`config.mk`:
```
export PLATFORM = sky130hd
export DESIGN_NAME = musicBoxTop
export DESIGN_NICKNAME = d
export VERILOG_FILES = /design/src/hdl/musicBoxPkg.sv /design/src/hdl/keyDebouncer.sv /design/src/hdl/toneMixer.sv /design/src/hdl/sampleFifo.sv /design/src/hdl/dacSerializer.sv /design/src/hdl/musicBoxTop.sv
export SDC_FILE = /design/constraint.sdc
export NUM_CORES = 1
export LEC_CHECK = 0
export BUFFER_PORTS_ARGS = -buffer_cell sky130_fd_sc_hd__buf_4
export CAP_MARGIN = 10
export CELL_PAD_IN_SITES_DETAIL_PLACEMENT = 0
export CELL_PAD_IN_SITES_GLOBAL_PLACEMENT = 1
export CORE_ASPECT_RATIO = 0.6
export CORE_MARGIN = 2
export CORE_UTILIZATION = 40
export CTS_BUF_LIST = sky130_fd_sc_hd__clkbuf_4 sky130_fd_sc_hd__clkbuf_8 sky130_fd_sc_hd__clkbuf_16
export DETAILED_ROUTE_END_ITERATION = 10
export GPL_TIMING_DRIVEN = 0
export HOLD_SLACK_MARGIN = 0.15
export PLACE_DENSITY = 0.71
export SLEW_MARGIN = 25
export SYNTH_ARGS = -nofsm -noshare
export SYNTH_HDL_FRONTEND = slang
export SYNTH_HIERARCHICAL = 1
export SYNTH_SLANG_ARGS = --single-unit
```
`constraint.sdc`:
```
create_clock -name clock50Mhz -period 4.2 [get_ports clock50Mhz]
set_input_delay 0.63 -clock clock50Mhz [delete_from_list [all_inputs] [get_ports clock50Mhz]]
set_output_delay 0.63 -clock clock50Mhz [all_outputs]
set_load 0.01 [all_outputs]
```
`src/hdl/musicBoxPkg.sv`:
```
/*
 * Music box shared constants
 * Key debounce, tone mixing and DAC SPI frame settings,
 * plus the DAC frame layout used by the serializer
 */
package musicBoxPkg;

	// ----------------------------------------
	// Key inputs and debounce
	// ----------------------------------------
	localparam int NumKeys         = 6;  // Music keys, bee key comes on top
	localparam int DebounceDivider = 16; // Clocks per debounce tick
	localparam int DebounceTicks   = 4;  // Stable ticks before level flips

	// ----------------------------------------
	// Tone mixing and sample path
	// ----------------------------------------
	localparam int SampleDivider       = 24;    // Clocks per sample tick
	localparam logic [7:0] KeyLevel    = 8'd32; // One key square wave
	localparam logic [7:0] BeeLevel    = 8'd40; // Bee buzz amplitude
	localparam int VolumeShift         = 3;     // Mix times eight
	localparam int SampleWidth         = 12;    // DAC resolution
	localparam int FifoDepth           = 4;

	// ----------------------------------------
	// DAC SPI link
	// ----------------------------------------
	localparam logic [3:0] DacCmdWrite = 4'b0011; // Write and update
	localparam int FrameBits           = 16;
	localparam int SyncGapCycles       = 2;       // SYNC high between frames

	// Serializer FSM encodings
	localparam logic [1:0] SerIdle  = 2'd0;
	localparam logic [1:0] SerShift = 2'd1;
	localparam logic [1:0] SerGap   = 2'd2;

	// One DAC word, seen as fields or as the raw shift word
	typedef union packed {
		struct packed {
			logic [3:0]             ctrl;   // Command nibble, sent first
			logic [SampleWidth-1:0] sample;
		} fields;
		logic [FrameBits-1:0] raw;          // MSB first on DIN
	} dacFrameT;

endpackage

```
`src/hdl/keyDebouncer.sv`:
```
/*
 * Key debouncer
 * Cleans the six music keys and the bee key on a slow tick
 * and turns bee key presses into the bee mode toggle
 */
`timescale 1ns/1ps

module keyDebouncer (
	input  logic                             clock50Mhz,
	input  logic                             rstN,
	input  logic [musicBoxPkg::NumKeys-1:0]  musicKeysN, // Active low
	input  logic                             beeKeyN,    // Active low
	output logic [musicBoxPkg::NumKeys-1:0]  keysHeld,   // 1 = pressed
	output logic                             beeOn
);

	logic [$clog2(musicBoxPkg::DebounceDivider)-1:0] tickDiv;
	logic                                            debounceTick;
	logic [musicBoxPkg::NumKeys:0]                   syncStage1; // Pressed, bee on top
	logic [musicBoxPkg::NumKeys:0]                   syncStage2;
	logic [musicBoxPkg::NumKeys:0]                   cleanLevel;
	logic [$clog2(musicBoxPkg::DebounceTicks)-1:0]   stableCount [musicBoxPkg::NumKeys+1];
	logic                                            beePrev;

	assign debounceTick = (tickDiv == musicBoxPkg::DebounceDivider - 1);
	assign keysHeld     = cleanLevel[musicBoxPkg::NumKeys-1:0];

	// Slow tick divider
	always_ff @(posedge clock50Mhz) begin
		if (!rstN || debounceTick) begin
			tickDiv <= '0;
		end else begin
			tickDiv <= tickDiv + 1'b1;
		end
	end

	// Two flop sync, inverted so 1 means pressed
	always_ff @(posedge clock50Mhz) begin
		if (!rstN) begin
			syncStage1 <= '0; // All released
			syncStage2 <= '0;
		end else begin
			syncStage1 <= ~{beeKeyN, musicKeysN};
			syncStage2 <= syncStage1;
		end
	end

	// ----------------------------------------
	// Per input stable counters
	// ----------------------------------------
	always_ff @(posedge clock50Mhz) begin
		if (!rstN) begin
			cleanLevel <= '0;
			for (int i = 0; i <= musicBoxPkg::NumKeys; i++) begin
				stableCount[i] <= '0;
			end
		end else if (debounceTick) begin
			for (int i = 0; i <= musicBoxPkg::NumKeys; i++) begin
				if (syncStage2[i] == cleanLevel[i]) begin
					stableCount[i] <= '0; // Bounce back, start over
				end else if (stableCount[i] == musicBoxPkg::DebounceTicks - 1) begin
					cleanLevel[i]  <= syncStage2[i]; // Accept new level
					stableCount[i] <= '0;
				end else begin
					stableCount[i] <= stableCount[i] + 1'b1;
				end
			end
		end
	end

	// Bee mode flips on each clean press edge
	always_ff @(posedge clock50Mhz) begin
		if (!rstN) begin
			beePrev <= 1'b0;
			beeOn   <= 1'b0;
		end else begin
			beePrev <= cleanLevel[musicBoxPkg::NumKeys];
			if (cleanLevel[musicBoxPkg::NumKeys] && !beePrev) begin
				beeOn <= ~beeOn;
			end
		end
	end

endmodule

```
`src/hdl/toneMixer.sv`:
```
/*
 * Tone mixer
 * Builds one 12-bit sample per sample tick from the held keys
 * and the bee buzz, then holds it until the buffer takes it
 */
`timescale 1ns/1ps

module toneMixer (
	input  logic                                clock50Mhz,
	input  logic                                rstN,
	input  logic [musicBoxPkg::NumKeys-1:0]     keysHeld,
	input  logic                                beeOn,
	output logic                                sampleValid,
	output logic [musicBoxPkg::SampleWidth-1:0] sample,
	input  logic                                sampleReady
);

	logic [$clog2(musicBoxPkg::SampleDivider)-1:0] tickDiv;
	logic                                          sampleTick;
	logic                                          takeTick;    // Tick with nothing pending
	logic [musicBoxPkg::NumKeys:0]                 sampleIndex; // Bit 0 bee, bit i+1 key i
	logic [7:0]                                    mixSum;

	assign sampleTick = (tickDiv == musicBoxPkg::SampleDivider - 1);
	assign takeTick   = sampleTick && !sampleValid;

	// ----------------------------------------
	// Sample rate divider
	// ----------------------------------------
	always_ff @(posedge clock50Mhz) begin
		if (!rstN || sampleTick) begin
			tickDiv <= '0;
		end else begin
			tickDiv <= tickDiv + 1'b1;
		end
	end

	// Square waves from the index bits
	always_comb begin
		mixSum = '0;
		for (int i = 0; i < musicBoxPkg::NumKeys; i++) begin
			if (keysHeld[i] && sampleIndex[i+1]) begin
				mixSum = mixSum + musicBoxPkg::KeyLevel;
			end
		end
		if (beeOn && sampleIndex[0]) begin
			mixSum = mixSum + musicBoxPkg::BeeLevel; // Fastest toggle for the buzz
		end
	end

	// ----------------------------------------
	// Handshake and index
	// ----------------------------------------
	always_ff @(posedge clock50Mhz) begin
		if (!rstN) begin
			sampleValid <= 1'b0;
			sampleIndex <= '0;
		end else if (sampleValid) begin
			if (sampleReady) begin
				sampleValid <= 1'b0;
				sampleIndex <= sampleIndex + 1'b1; // Counts transfers only
			end
		end else if (takeTick) begin
			sampleValid <= 1'b1;
		end
	end

	// Scaled sample, frozen while pending
	always_ff @(posedge clock50Mhz) begin
		if (takeTick) begin
			sample <= {{(musicBoxPkg::SampleWidth - 8 - musicBoxPkg::VolumeShift){1'b0}},
				mixSum, {musicBoxPkg::VolumeShift{1'b0}}};
		end
	end

endmodule

```
`src/hdl/sampleFifo.sv`:
```
/*
 * Sample buffer
 * Small circular FIFO between the tone mixer and the DAC serializer
 */
`timescale 1ns/1ps

module sampleFifo (
	input  logic                                clock50Mhz,
	input  logic                                rstN,
	input  logic                                sampleValid,
	input  logic [musicBoxPkg::SampleWidth-1:0] sample,
	output logic                                sampleReady,
	output logic                                popValid,
	output logic [musicBoxPkg::SampleWidth-1:0] popSample,
	input  logic                                popReady
);

	logic [musicBoxPkg::SampleWidth-1:0]         mem [musicBoxPkg::FifoDepth];
	logic [$clog2(musicBoxPkg::FifoDepth)-1:0]   wrPtr;
	logic [$clog2(musicBoxPkg::FifoDepth)-1:0]   rdPtr;
	logic [$clog2(musicBoxPkg::FifoDepth+1)-1:0] fillCount;
	logic                                        doPush;
	logic                                        doPop;

	assign sampleReady = (fillCount != musicBoxPkg::FifoDepth); // Not full
	assign popValid    = (fillCount != '0);                     // Not empty
	assign popSample   = mem[rdPtr];
	assign doPush      = sampleValid && sampleReady;
	assign doPop       = popValid && popReady;

	// Storage
	always_ff @(posedge clock50Mhz) begin
		if (doPush) begin
			mem[wrPtr] <= sample;
		end
	end

	// ----------------------------------------
	// Pointers and occupancy
	// ----------------------------------------
	always_ff @(posedge clock50Mhz) begin
		if (!rstN) begin
			wrPtr     <= '0;
			rdPtr     <= '0;
			fillCount <= '0;
		end else begin
			if (doPush) begin
				wrPtr <= wrPtr + 1'b1; // Depth is a power of two, wraps itself
			end
			if (doPop) begin
				rdPtr <= rdPtr + 1'b1;
			end
			case ({doPush, doPop})
				2'b10:   fillCount <= fillCount + 1'b1;
				2'b01:   fillCount <= fillCount - 1'b1;
				default: fillCount <= fillCount; // Both or neither
			endcase
		end
	end

endmodule

```
`src/hdl/dacSerializer.sv`:
```
/*
 * DAC serializer
 * Pops one sample at a time and sends it as a 16-bit SPI frame,
 * command nibble first, with SCLK at half the system clock rate
 */
`timescale 1ns/1ps

module dacSerializer (
	input  logic                                clock50Mhz,
	input  logic                                rstN,
	input  logic                                popValid,
	input  logic [musicBoxPkg::SampleWidth-1:0] popSample,
	output logic                                popReady,
	output logic                                spiSclk,
	output logic                                spiSyncN,
	output logic                                spiDin
);

	musicBoxPkg::dacFrameT                           loadFrame;
	logic [1:0]                                      serState;
	logic [musicBoxPkg::FrameBits-1:0]               shiftWord; // Next bit at MSB
	logic [$clog2(musicBoxPkg::FrameBits)-1:0]       bitCount;
	logic                                            halfBit;   // 0 = SCLK high half

	// Pops only when idle so each frame takes one sample
	assign popReady = (serState == musicBoxPkg::SerIdle) && popValid;

	always_comb begin
		loadFrame.fields.ctrl   = musicBoxPkg::DacCmdWrite;
		loadFrame.fields.sample = popSample;
	end

	// Shift register loaded one bit ahead of DIN
	always_ff @(posedge clock50Mhz) begin
		if (popReady) begin
			shiftWord <= loadFrame.raw << 1;
		end else if (serState == musicBoxPkg::SerShift && halfBit) begin
			shiftWord <= shiftWord << 1;
		end
	end

	// ----------------------------------------
	// Frame FSM
	// ----------------------------------------
	always_ff @(posedge clock50Mhz) begin
		if (!rstN) begin
			serState <= musicBoxPkg::SerIdle;
			spiSyncN <= 1'b1;
			spiSclk  <= 1'b0;
			spiDin   <= 1'b0;
			bitCount <= '0;
			halfBit  <= 1'b0;
		end else begin
			case (serState)
				musicBoxPkg::SerIdle: begin
					if (popReady) begin
						serState <= musicBoxPkg::SerShift;
						spiSyncN <= 1'b0;
						spiSclk  <= 1'b1;
						spiDin   <= loadFrame.raw[musicBoxPkg::FrameBits-1]; // MSB out
						bitCount <= '0;
						halfBit  <= 1'b0;
					end
				end
				musicBoxPkg::SerShift: begin
					if (!halfBit) begin
						spiSclk <= 1'b0; // DAC latches DIN on this falling edge
						halfBit <= 1'b1;
					end else if (bitCount == musicBoxPkg::FrameBits - 1) begin
						serState <= musicBoxPkg::SerGap; // Last bit done
						spiSyncN <= 1'b1;
						spiDin   <= 1'b0;
						halfBit  <= 1'b0;
					end else begin
						bitCount <= bitCount + 1'b1;
						spiSclk  <= 1'b1;
						spiDin   <= shiftWord[musicBoxPkg::FrameBits-1];
						halfBit  <= 1'b0;
					end
				end
				musicBoxPkg::SerGap: begin
					// Idle pop cycle is the second SYNC high cycle of the gap
					serState <= musicBoxPkg::SerIdle;
				end
				default: serState <= musicBoxPkg::SerIdle;
			endcase
		end
	end

endmodule

```
`src/hdl/musicBoxTop.sv`:
```
/*
 * Music box audio path top
 * Keys to debouncer, tone mixer, sample buffer and DAC serializer
 */
`timescale 1ns/1ps

module musicBoxTop (
	input  logic                            clock50Mhz,
	input  logic                            rstN,
	input  logic [musicBoxPkg::NumKeys-1:0] musicKeysN, // Active low keys
	input  logic                            beeKeyN,
	output logic                            spiSclk,    // DAC SPI lines
	output logic                            spiSyncN,
	output logic                            spiDin,
	output logic                            beeModeOn   // Indicator
);

	// ----------------------------------------
	// Internal links
	// ----------------------------------------
	logic [musicBoxPkg::NumKeys-1:0]     keysHeld;
	logic                                beeOn;
	logic                                sampleValid; // Mixer to buffer
	logic [musicBoxPkg::SampleWidth-1:0] sample;
	logic                                sampleReady;
	logic                                popValid;    // Buffer to serializer
	logic [musicBoxPkg::SampleWidth-1:0] popSample;
	logic                                popReady;

	assign beeModeOn = beeOn;

	keyDebouncer debouncer (
		.clock50Mhz (clock50Mhz),
		.rstN       (rstN),
		.musicKeysN (musicKeysN),
		.beeKeyN    (beeKeyN),
		.keysHeld   (keysHeld),
		.beeOn      (beeOn)
	);

	// Producer
	toneMixer mixer (
		.clock50Mhz  (clock50Mhz),
		.rstN        (rstN),
		.keysHeld    (keysHeld),
		.beeOn       (beeOn),
		.sampleValid (sampleValid),
		.sample      (sample),
		.sampleReady (sampleReady)
	);

	sampleFifo sampleBuffer (
		.clock50Mhz  (clock50Mhz),
		.rstN        (rstN),
		.sampleValid (sampleValid),
		.sample      (sample),
		.sampleReady (sampleReady),
		.popValid    (popValid),
		.popSample   (popSample),
		.popReady    (popReady)
	);

	// Consumer, sets the real output rate
	dacSerializer serializer (
		.clock50Mhz (clock50Mhz),
		.rstN       (rstN),
		.popValid   (popValid),
		.popSample  (popSample),
		.popReady   (popReady),
		.spiSclk    (spiSclk),
		.spiSyncN   (spiSyncN),
		.spiDin     (spiDin)
	);

endmodule

```
## Word-level counts from Yosys, hierarchy flattened

Memory sizes are Yosys's and may differ from the RTL's. A register that Yosys moved wholly into a read port is not among the register bits.
Cells that the tools add are included.

| storage, ports and cells | value |
|---|---|
| bits in registers | 80 |
| memory bits (writable) | 46 |
| memories | 2 |

| operators by class | value |
|---|---|
| reduce and logical (&&, ||, !) cells | 37 |
| multiplexer cells | 158 |
| equal/unequal tests | 26 |
| add/sub/neg operators | 21 |
| bitwise gates (word level) | 30 |

Memories:

| name | depth | bits a word | rd ports | clocked after Yosys merged registers in | wr ports | RTL line | RTL |
|---|---|---|---|---|---|---|---|
| sampleBuffer.mem | 4 | 8 | 1 | 1 | 1 | sampleFifo.sv:18 | `logic [musicBoxPkg::SampleWidth-1:0] mem [musicBoxPkg::FifoDepth];` |
| debouncer.stableCount | 7 | 2 | 7 | 0 | 7 | keyDebouncer.sv:22 | `logic [$clog2(musicBoxPkg::DebounceTicks)-1:0] stableCount [musicBoxPkg::NumKeys+1];` |

Operators by type and width:

| cell | number |
|---|---|
| 1-bit two-way mux | 113 |
| 2-bit two-way mux | 26 |
| 8-bit two-way mux | 6 |
| 8-bit by 6-bit adder with 8-bit output (second input constant) | 5 |
| 3-bit AND reduction | 10 |
| 13-bit two-way mux | 2 |
| 1-bit bitwise OR | 21 |
| 2-bit by 1-bit adder with 2-bit output (second input constant) | 9 |
| 2-bit == test (second input constant) | 8 |
| 1-bit logical AND | 13 |
| 4-bit two-way mux | 3 |
| 4-bit by 1-bit adder with 4-bit output (second input constant) | 2 |
| 4-bit == test (second input constant) | 2 |
| 1-bit inverter | 8 |
| 1-bit one-hot mux with 2 select lines | 4 |
| 4-bit one-hot mux with 2 select lines | 1 |
| 4-bit AND reduction | 2 |
| 6-bit by 6-bit adder with 7-bit output (second input constant) | 1 |
| 7-bit by 1-bit adder with 7-bit output (second input constant) | 1 |
| 1-bit == test | 7 |
| 7-bit inverter | 1 |
| 6-bit two-way mux | 1 |
| 2-bit inequality test (second input constant) | 3 |
| 3-bit inequality test (second input constant) | 2 |
| other kinds (14) | 21 |

## Depth between registers and ports, before layout

| logic depth | value |
|---|---|
| word-level depth | 14 |
| depth in mapped cells | 20 |
| depth with buffers taken out | 19 |

## Cells and area by module

The synthesis kept the hierarchy.

By module, submodules not included:

| module | sequential area each (µm²) | cells an instance | area an instance (µm²) | instances |
|---|---|---|---|---|
| sampleFifo | 1,621.6 | 114 | 2,230.9 | 1 |
| keyDebouncer | 960.9 | 133 | 1,799.2 | 1 |
| dacSerializer | 620.6 | 89 | 1,111.1 | 1 |
| toneMixer | 380.4 | 119 | 1,063.5 | 1 |

## Worst setup path before layout

No wires, ideal clock.

| timing | value |
|---|---|
| path type | register to register |
| start | register debouncer/cleanLevel[0] (netlist name) |
| end | register mixer/sample[10] (netlist name), data pin |
| arrival time | 3.084 ns |
| stages on the path, launching flop included | 20 |
| data required time | 3.942 ns |
| slack | 0.859 ns |
| buffers on the path | 1 |
| library setup time | 0.258 ns |
| cells stage by stage | dfxtp_1 -> buf_4 -> and2_1 -> ha_1 -> xor2_1 -> inv_1 -> ha_1 -> nand3_1 -> nand2_1 -> ha_1 -> nor2_1 -> nor2_1 -> ha_1 -> nand3_1 -> o21ai_2 -> ha_1 -> nand3_1 -> xnor2_1 -> xnor2_1 -> xnor2_1 |

| on the way | value |
|---|---|
| word-level cells in the longest chain between the ends | 14 |

Ends and longest elaborated chain:

| element | RTL line | RTL |
|---|---|---|
| from (decl) | keyDebouncer.sv:21 | `logic [musicBoxPkg::NumKeys:0] cleanLevel;` |
| from (signal, indexed assignment) | keyDebouncer.sv:62 | `cleanLevel[i] <= syncStage2[i];` |
| 1-bit logical AND (*) | toneMixer.sv:42 | `if (keysHeld[i] && sampleIndex[i+1]) begin` |
| 6-bit two-way mux (*) | toneMixer.sv:42 |  |
| 6-bit by 6-bit adder with 7-bit output | toneMixer.sv:43 | `mixSum = mixSum + musicBoxPkg::KeyLevel;` |
| 8-bit two-way mux (*) | toneMixer.sv:42 |  |
| 8-bit by 6-bit adder with 8-bit output | toneMixer.sv:43 |  |
| 8-bit two-way mux (*) | toneMixer.sv:42 |  |
| 8-bit by 6-bit adder with 8-bit output | toneMixer.sv:43 |  |
| 8-bit two-way mux (*) | toneMixer.sv:42 |  |
| 8-bit by 6-bit adder with 8-bit output | toneMixer.sv:43 |  |
| 8-bit two-way mux (*) | toneMixer.sv:42 |  |
| 8-bit by 6-bit adder with 8-bit output | toneMixer.sv:43 |  |
| 8-bit two-way mux (*) | toneMixer.sv:42 |  |
| 8-bit by 6-bit adder with 8-bit output | toneMixer.sv:47 | `mixSum = mixSum + musicBoxPkg::BeeLevel;` |
| 8-bit two-way mux (*) | toneMixer.sv:46 | `if (beeOn && sampleIndex[0]) begin` |
| via mixer.mixSum[7] | toneMixer.sv:22 | `logic [7:0] mixSum;` |
| to (signal assigned) | toneMixer.sv:71 | `sample <= {{(musicBoxPkg::SampleWidth - 8 - musicBoxPkg::VolumeShift){1'b0}},` |
| to (decl) | toneMixer.sv:14 | `output logic [musicBoxPkg::SampleWidth-1:0] sample,` |

Mark *: on every way through the listed nets, which the timed path passes. The rest lies on a longest branch.
A chain may end at the register's enable or synchronous reset.

## Worst setup path in the final report

Ends and elaborated chain as after synthesis.

==> run metrics <==
largest net degree at the start of global routing 17; register area share after synthesis 57.8%; post-route non-filler standard cell count 709; Critical Path AT 3.86 ns; die extent in y 100 microns; period utilization 88.2%; Ys Warns 6; layout cells sized above 1 22.3%; Ant. Diodes 0; Setup Skew 0.00974 ns; post_cts resized 0; post-synthesis async set-or-reset flop share 0%; number of global-route vias before repair 3545; Max Slew Vio Count 0; drt first-iter violations 217; crit-path max FO 3; worst hold path class in -> reg; clock tree buffer depth 2; I/O pins 13; die area 16600 sq um; buffers inserted by post-CTS timing repair 0; nets 525; CP required 4.35 ns; number of fillers in the final layout 1347; first-pass GRT wire length 18600 microns; Synth area leader edfxtp_1; H-Tree Depth 4; startpoint class of the critical path flop; multi-input logic area 2390 sq um; area share of the largest cell type after synthesis 37.7%; Hold Fails Final Rpt 0; FF/Latch Area 3580 sq um; clock latency on the worst-skew pair 0.41 ns; worst-path cell chain buf_4, and2_1, ha_1, xor2_1, inv_1, ha_1, nand3_1, nand2_1, ha_1, nor2_1, nor2_1, ha_1, nand3_1, o21ai_2, ha_1, nand3_1, xnor2_1, xnor2_1, xnor2_1; leakage 2.65 nW; Area Overhead vs Synth 15.7%; Port Buffers 12; Clock transition at path regs 0.06 ns; worst vdd ir 0.268 mV; initial antenna violation count 0; Overflow after GRT 0; flops & latches, synth 140; Clock Sinks 140; Tmin final 3.70 ns; Pre-antenna DRT Iters 4; Crit Path Class reg -> reg; Unique masters post-synth 62; Root Driver clkbuf_16; Cells after Synth 455; DR WL/cell 15.8 microns; PwrDens 425 nW/um^2; top post-synthesis cells by area edfxtp_1, dfxtp_1, ha_1; RSZ-0062 raised after global routing false; CP max-delay cell dfxtp_1; Power Total 3.05 mW; max-cap viol count 0; Initial Utilization 40.7%; fmax 0.270 GHz; max incr delay on CP 0.33 ns; TNS Setup 0 ns; most used cell, CP ha_1; Setup-failing EPs final 0; Post-Synthesis Cell Area 6200 sq um; crit end category flop; Syn Area/Cell 13.6 sq um; Die Wd 165 microns; post-DP HPWL 7820 microns; status completed; CTS Hold Bufs 0; Max-slew headroom 49.9%; most frequent cells in the layout edfxtp_1, dfxtp_1, nand2_1, buf_4, and2_1; # DRC 0; worst-margin pin slew 0.749 ns; Cell Rows 35; Post-synth EDFFs 78; most common cell after layout, fill and taps aside edfxtp_1; GP Congestion 0.721; GRT Total Usage 15.1%; Placed Cells incl. Taps 677; core area 15200 sq um; Primary FF master, synth edfxtp_1; Vias 3533; TritonCTS buffer count 17; vias per cell 4.98; WL final 11200 microns; CTS tree done; Finished Core Util 47.1%; Antenna Violating Nets Remaining 0
## state kept, by name (all words and copies together), names as in the netlist, 2 cells and up, named ones only
register / cells
sampleBuffer/mem: 48
serializer/shiftWord: 15
debouncer/stableCount: 14
debouncer/cleanLevel: 7
debouncer/syncStage1: 7
debouncer/syncStage2: 7
mixer/sampleIndex: 7
mixer/tickDiv: 5
debouncer/tickDiv: 4
mixer/sample: 4
serializer/bitCount: 4
sampleBuffer/fillCount: 3
sampleBuffer/rdPtr: 2
sampleBuffer/wrPtr: 2
serializer/serState: 2
## layout make-up
class	instances	area share, %
timing repair buffer	12	1.26
tap	203	3.54
sequential	140	49.9
inverter	14	0.732
clock inverter	12	1.83
multi-input combinational	280	33.3
clock buffer	20	6.57
buffer	28	2.88
## power by group
part | internal (mW) | total [mW] | switching, mW
sequential | 1.46 | 1.47 | 0.0127
clock | 0.938 | 1.51 | 0.576
combinational | 0.0295 | 0.0632 | 0.0337
total | 2.43 | 3.05 | 0.622
## metrics by stage
step | worst slack (ns) | hold WS (ns) | cell area [sq um]
floorplan | 0.859 | 0.412 | 6230
global placement | 0.601 | 0.416 | 6580
detailed placement | 0.494 | 0.420 | 6580
CTS | 0.443 | 0.339 | 7180
global route | 0.174 | 0.346 | 7180
finish | 0.497 | 0.366 | 7180
## Yosys cell counts (11+ instances only)
cell       n
and2_1    25
xnor2_1   19
mux2_2    11
nand2_1   35
inv_1     14
dfxtp_1   62
nor2b_1   11
edfxtp_1  78
buf_4     16
ha_1      22
nand3_1   13
## worst paths after layout
path,cells past startpoint,start,slack [ns],to
setup / recovery,19,debouncer/cleanLevel[0],0.50,mixer/sample[10]
hold / removal,2,musicKeysN[1],0.37,debouncer/syncStage1[1]
setup reg to reg,19,debouncer/cleanLevel[0],0.50,mixer/sample[10]
hold reg to reg,1,debouncer/syncStage1[1],0.43,debouncer/syncStage2[1]
## layer usage
metal	up-vias	wire length, microns	global-route usage, %
met4	0	129	5.55
met1	1749	6040	22.2
met5	-	0	0
li1	1729	-	-
met2	45	4700	21.3
met3	10	363	4.07
## logic make-up after synthesis
family / count (synthesis) / synth area share [%]
buf+inv: 42 / 4.17
other cells: 1 / 0.0604
mux: 28 / 7.42
simple gates: 139 / 15.1
xor+xnor: 30 / 4.36
flops: 140 / 57.8
compound gates: 52 / 6.37
fa+ha+maj: 23 / 4.76
## critical path, delay by kind of cell, from the launching register on
kind,cells,cell delay (ns)
fa+ha+maj,5,1.34
xor+xnor,4,0.77
simple gates,7,0.69
flops,1,0.33
buf+inv,2,0.21
compound gates,1,0.10
Power figures use the tool's default switching activity.
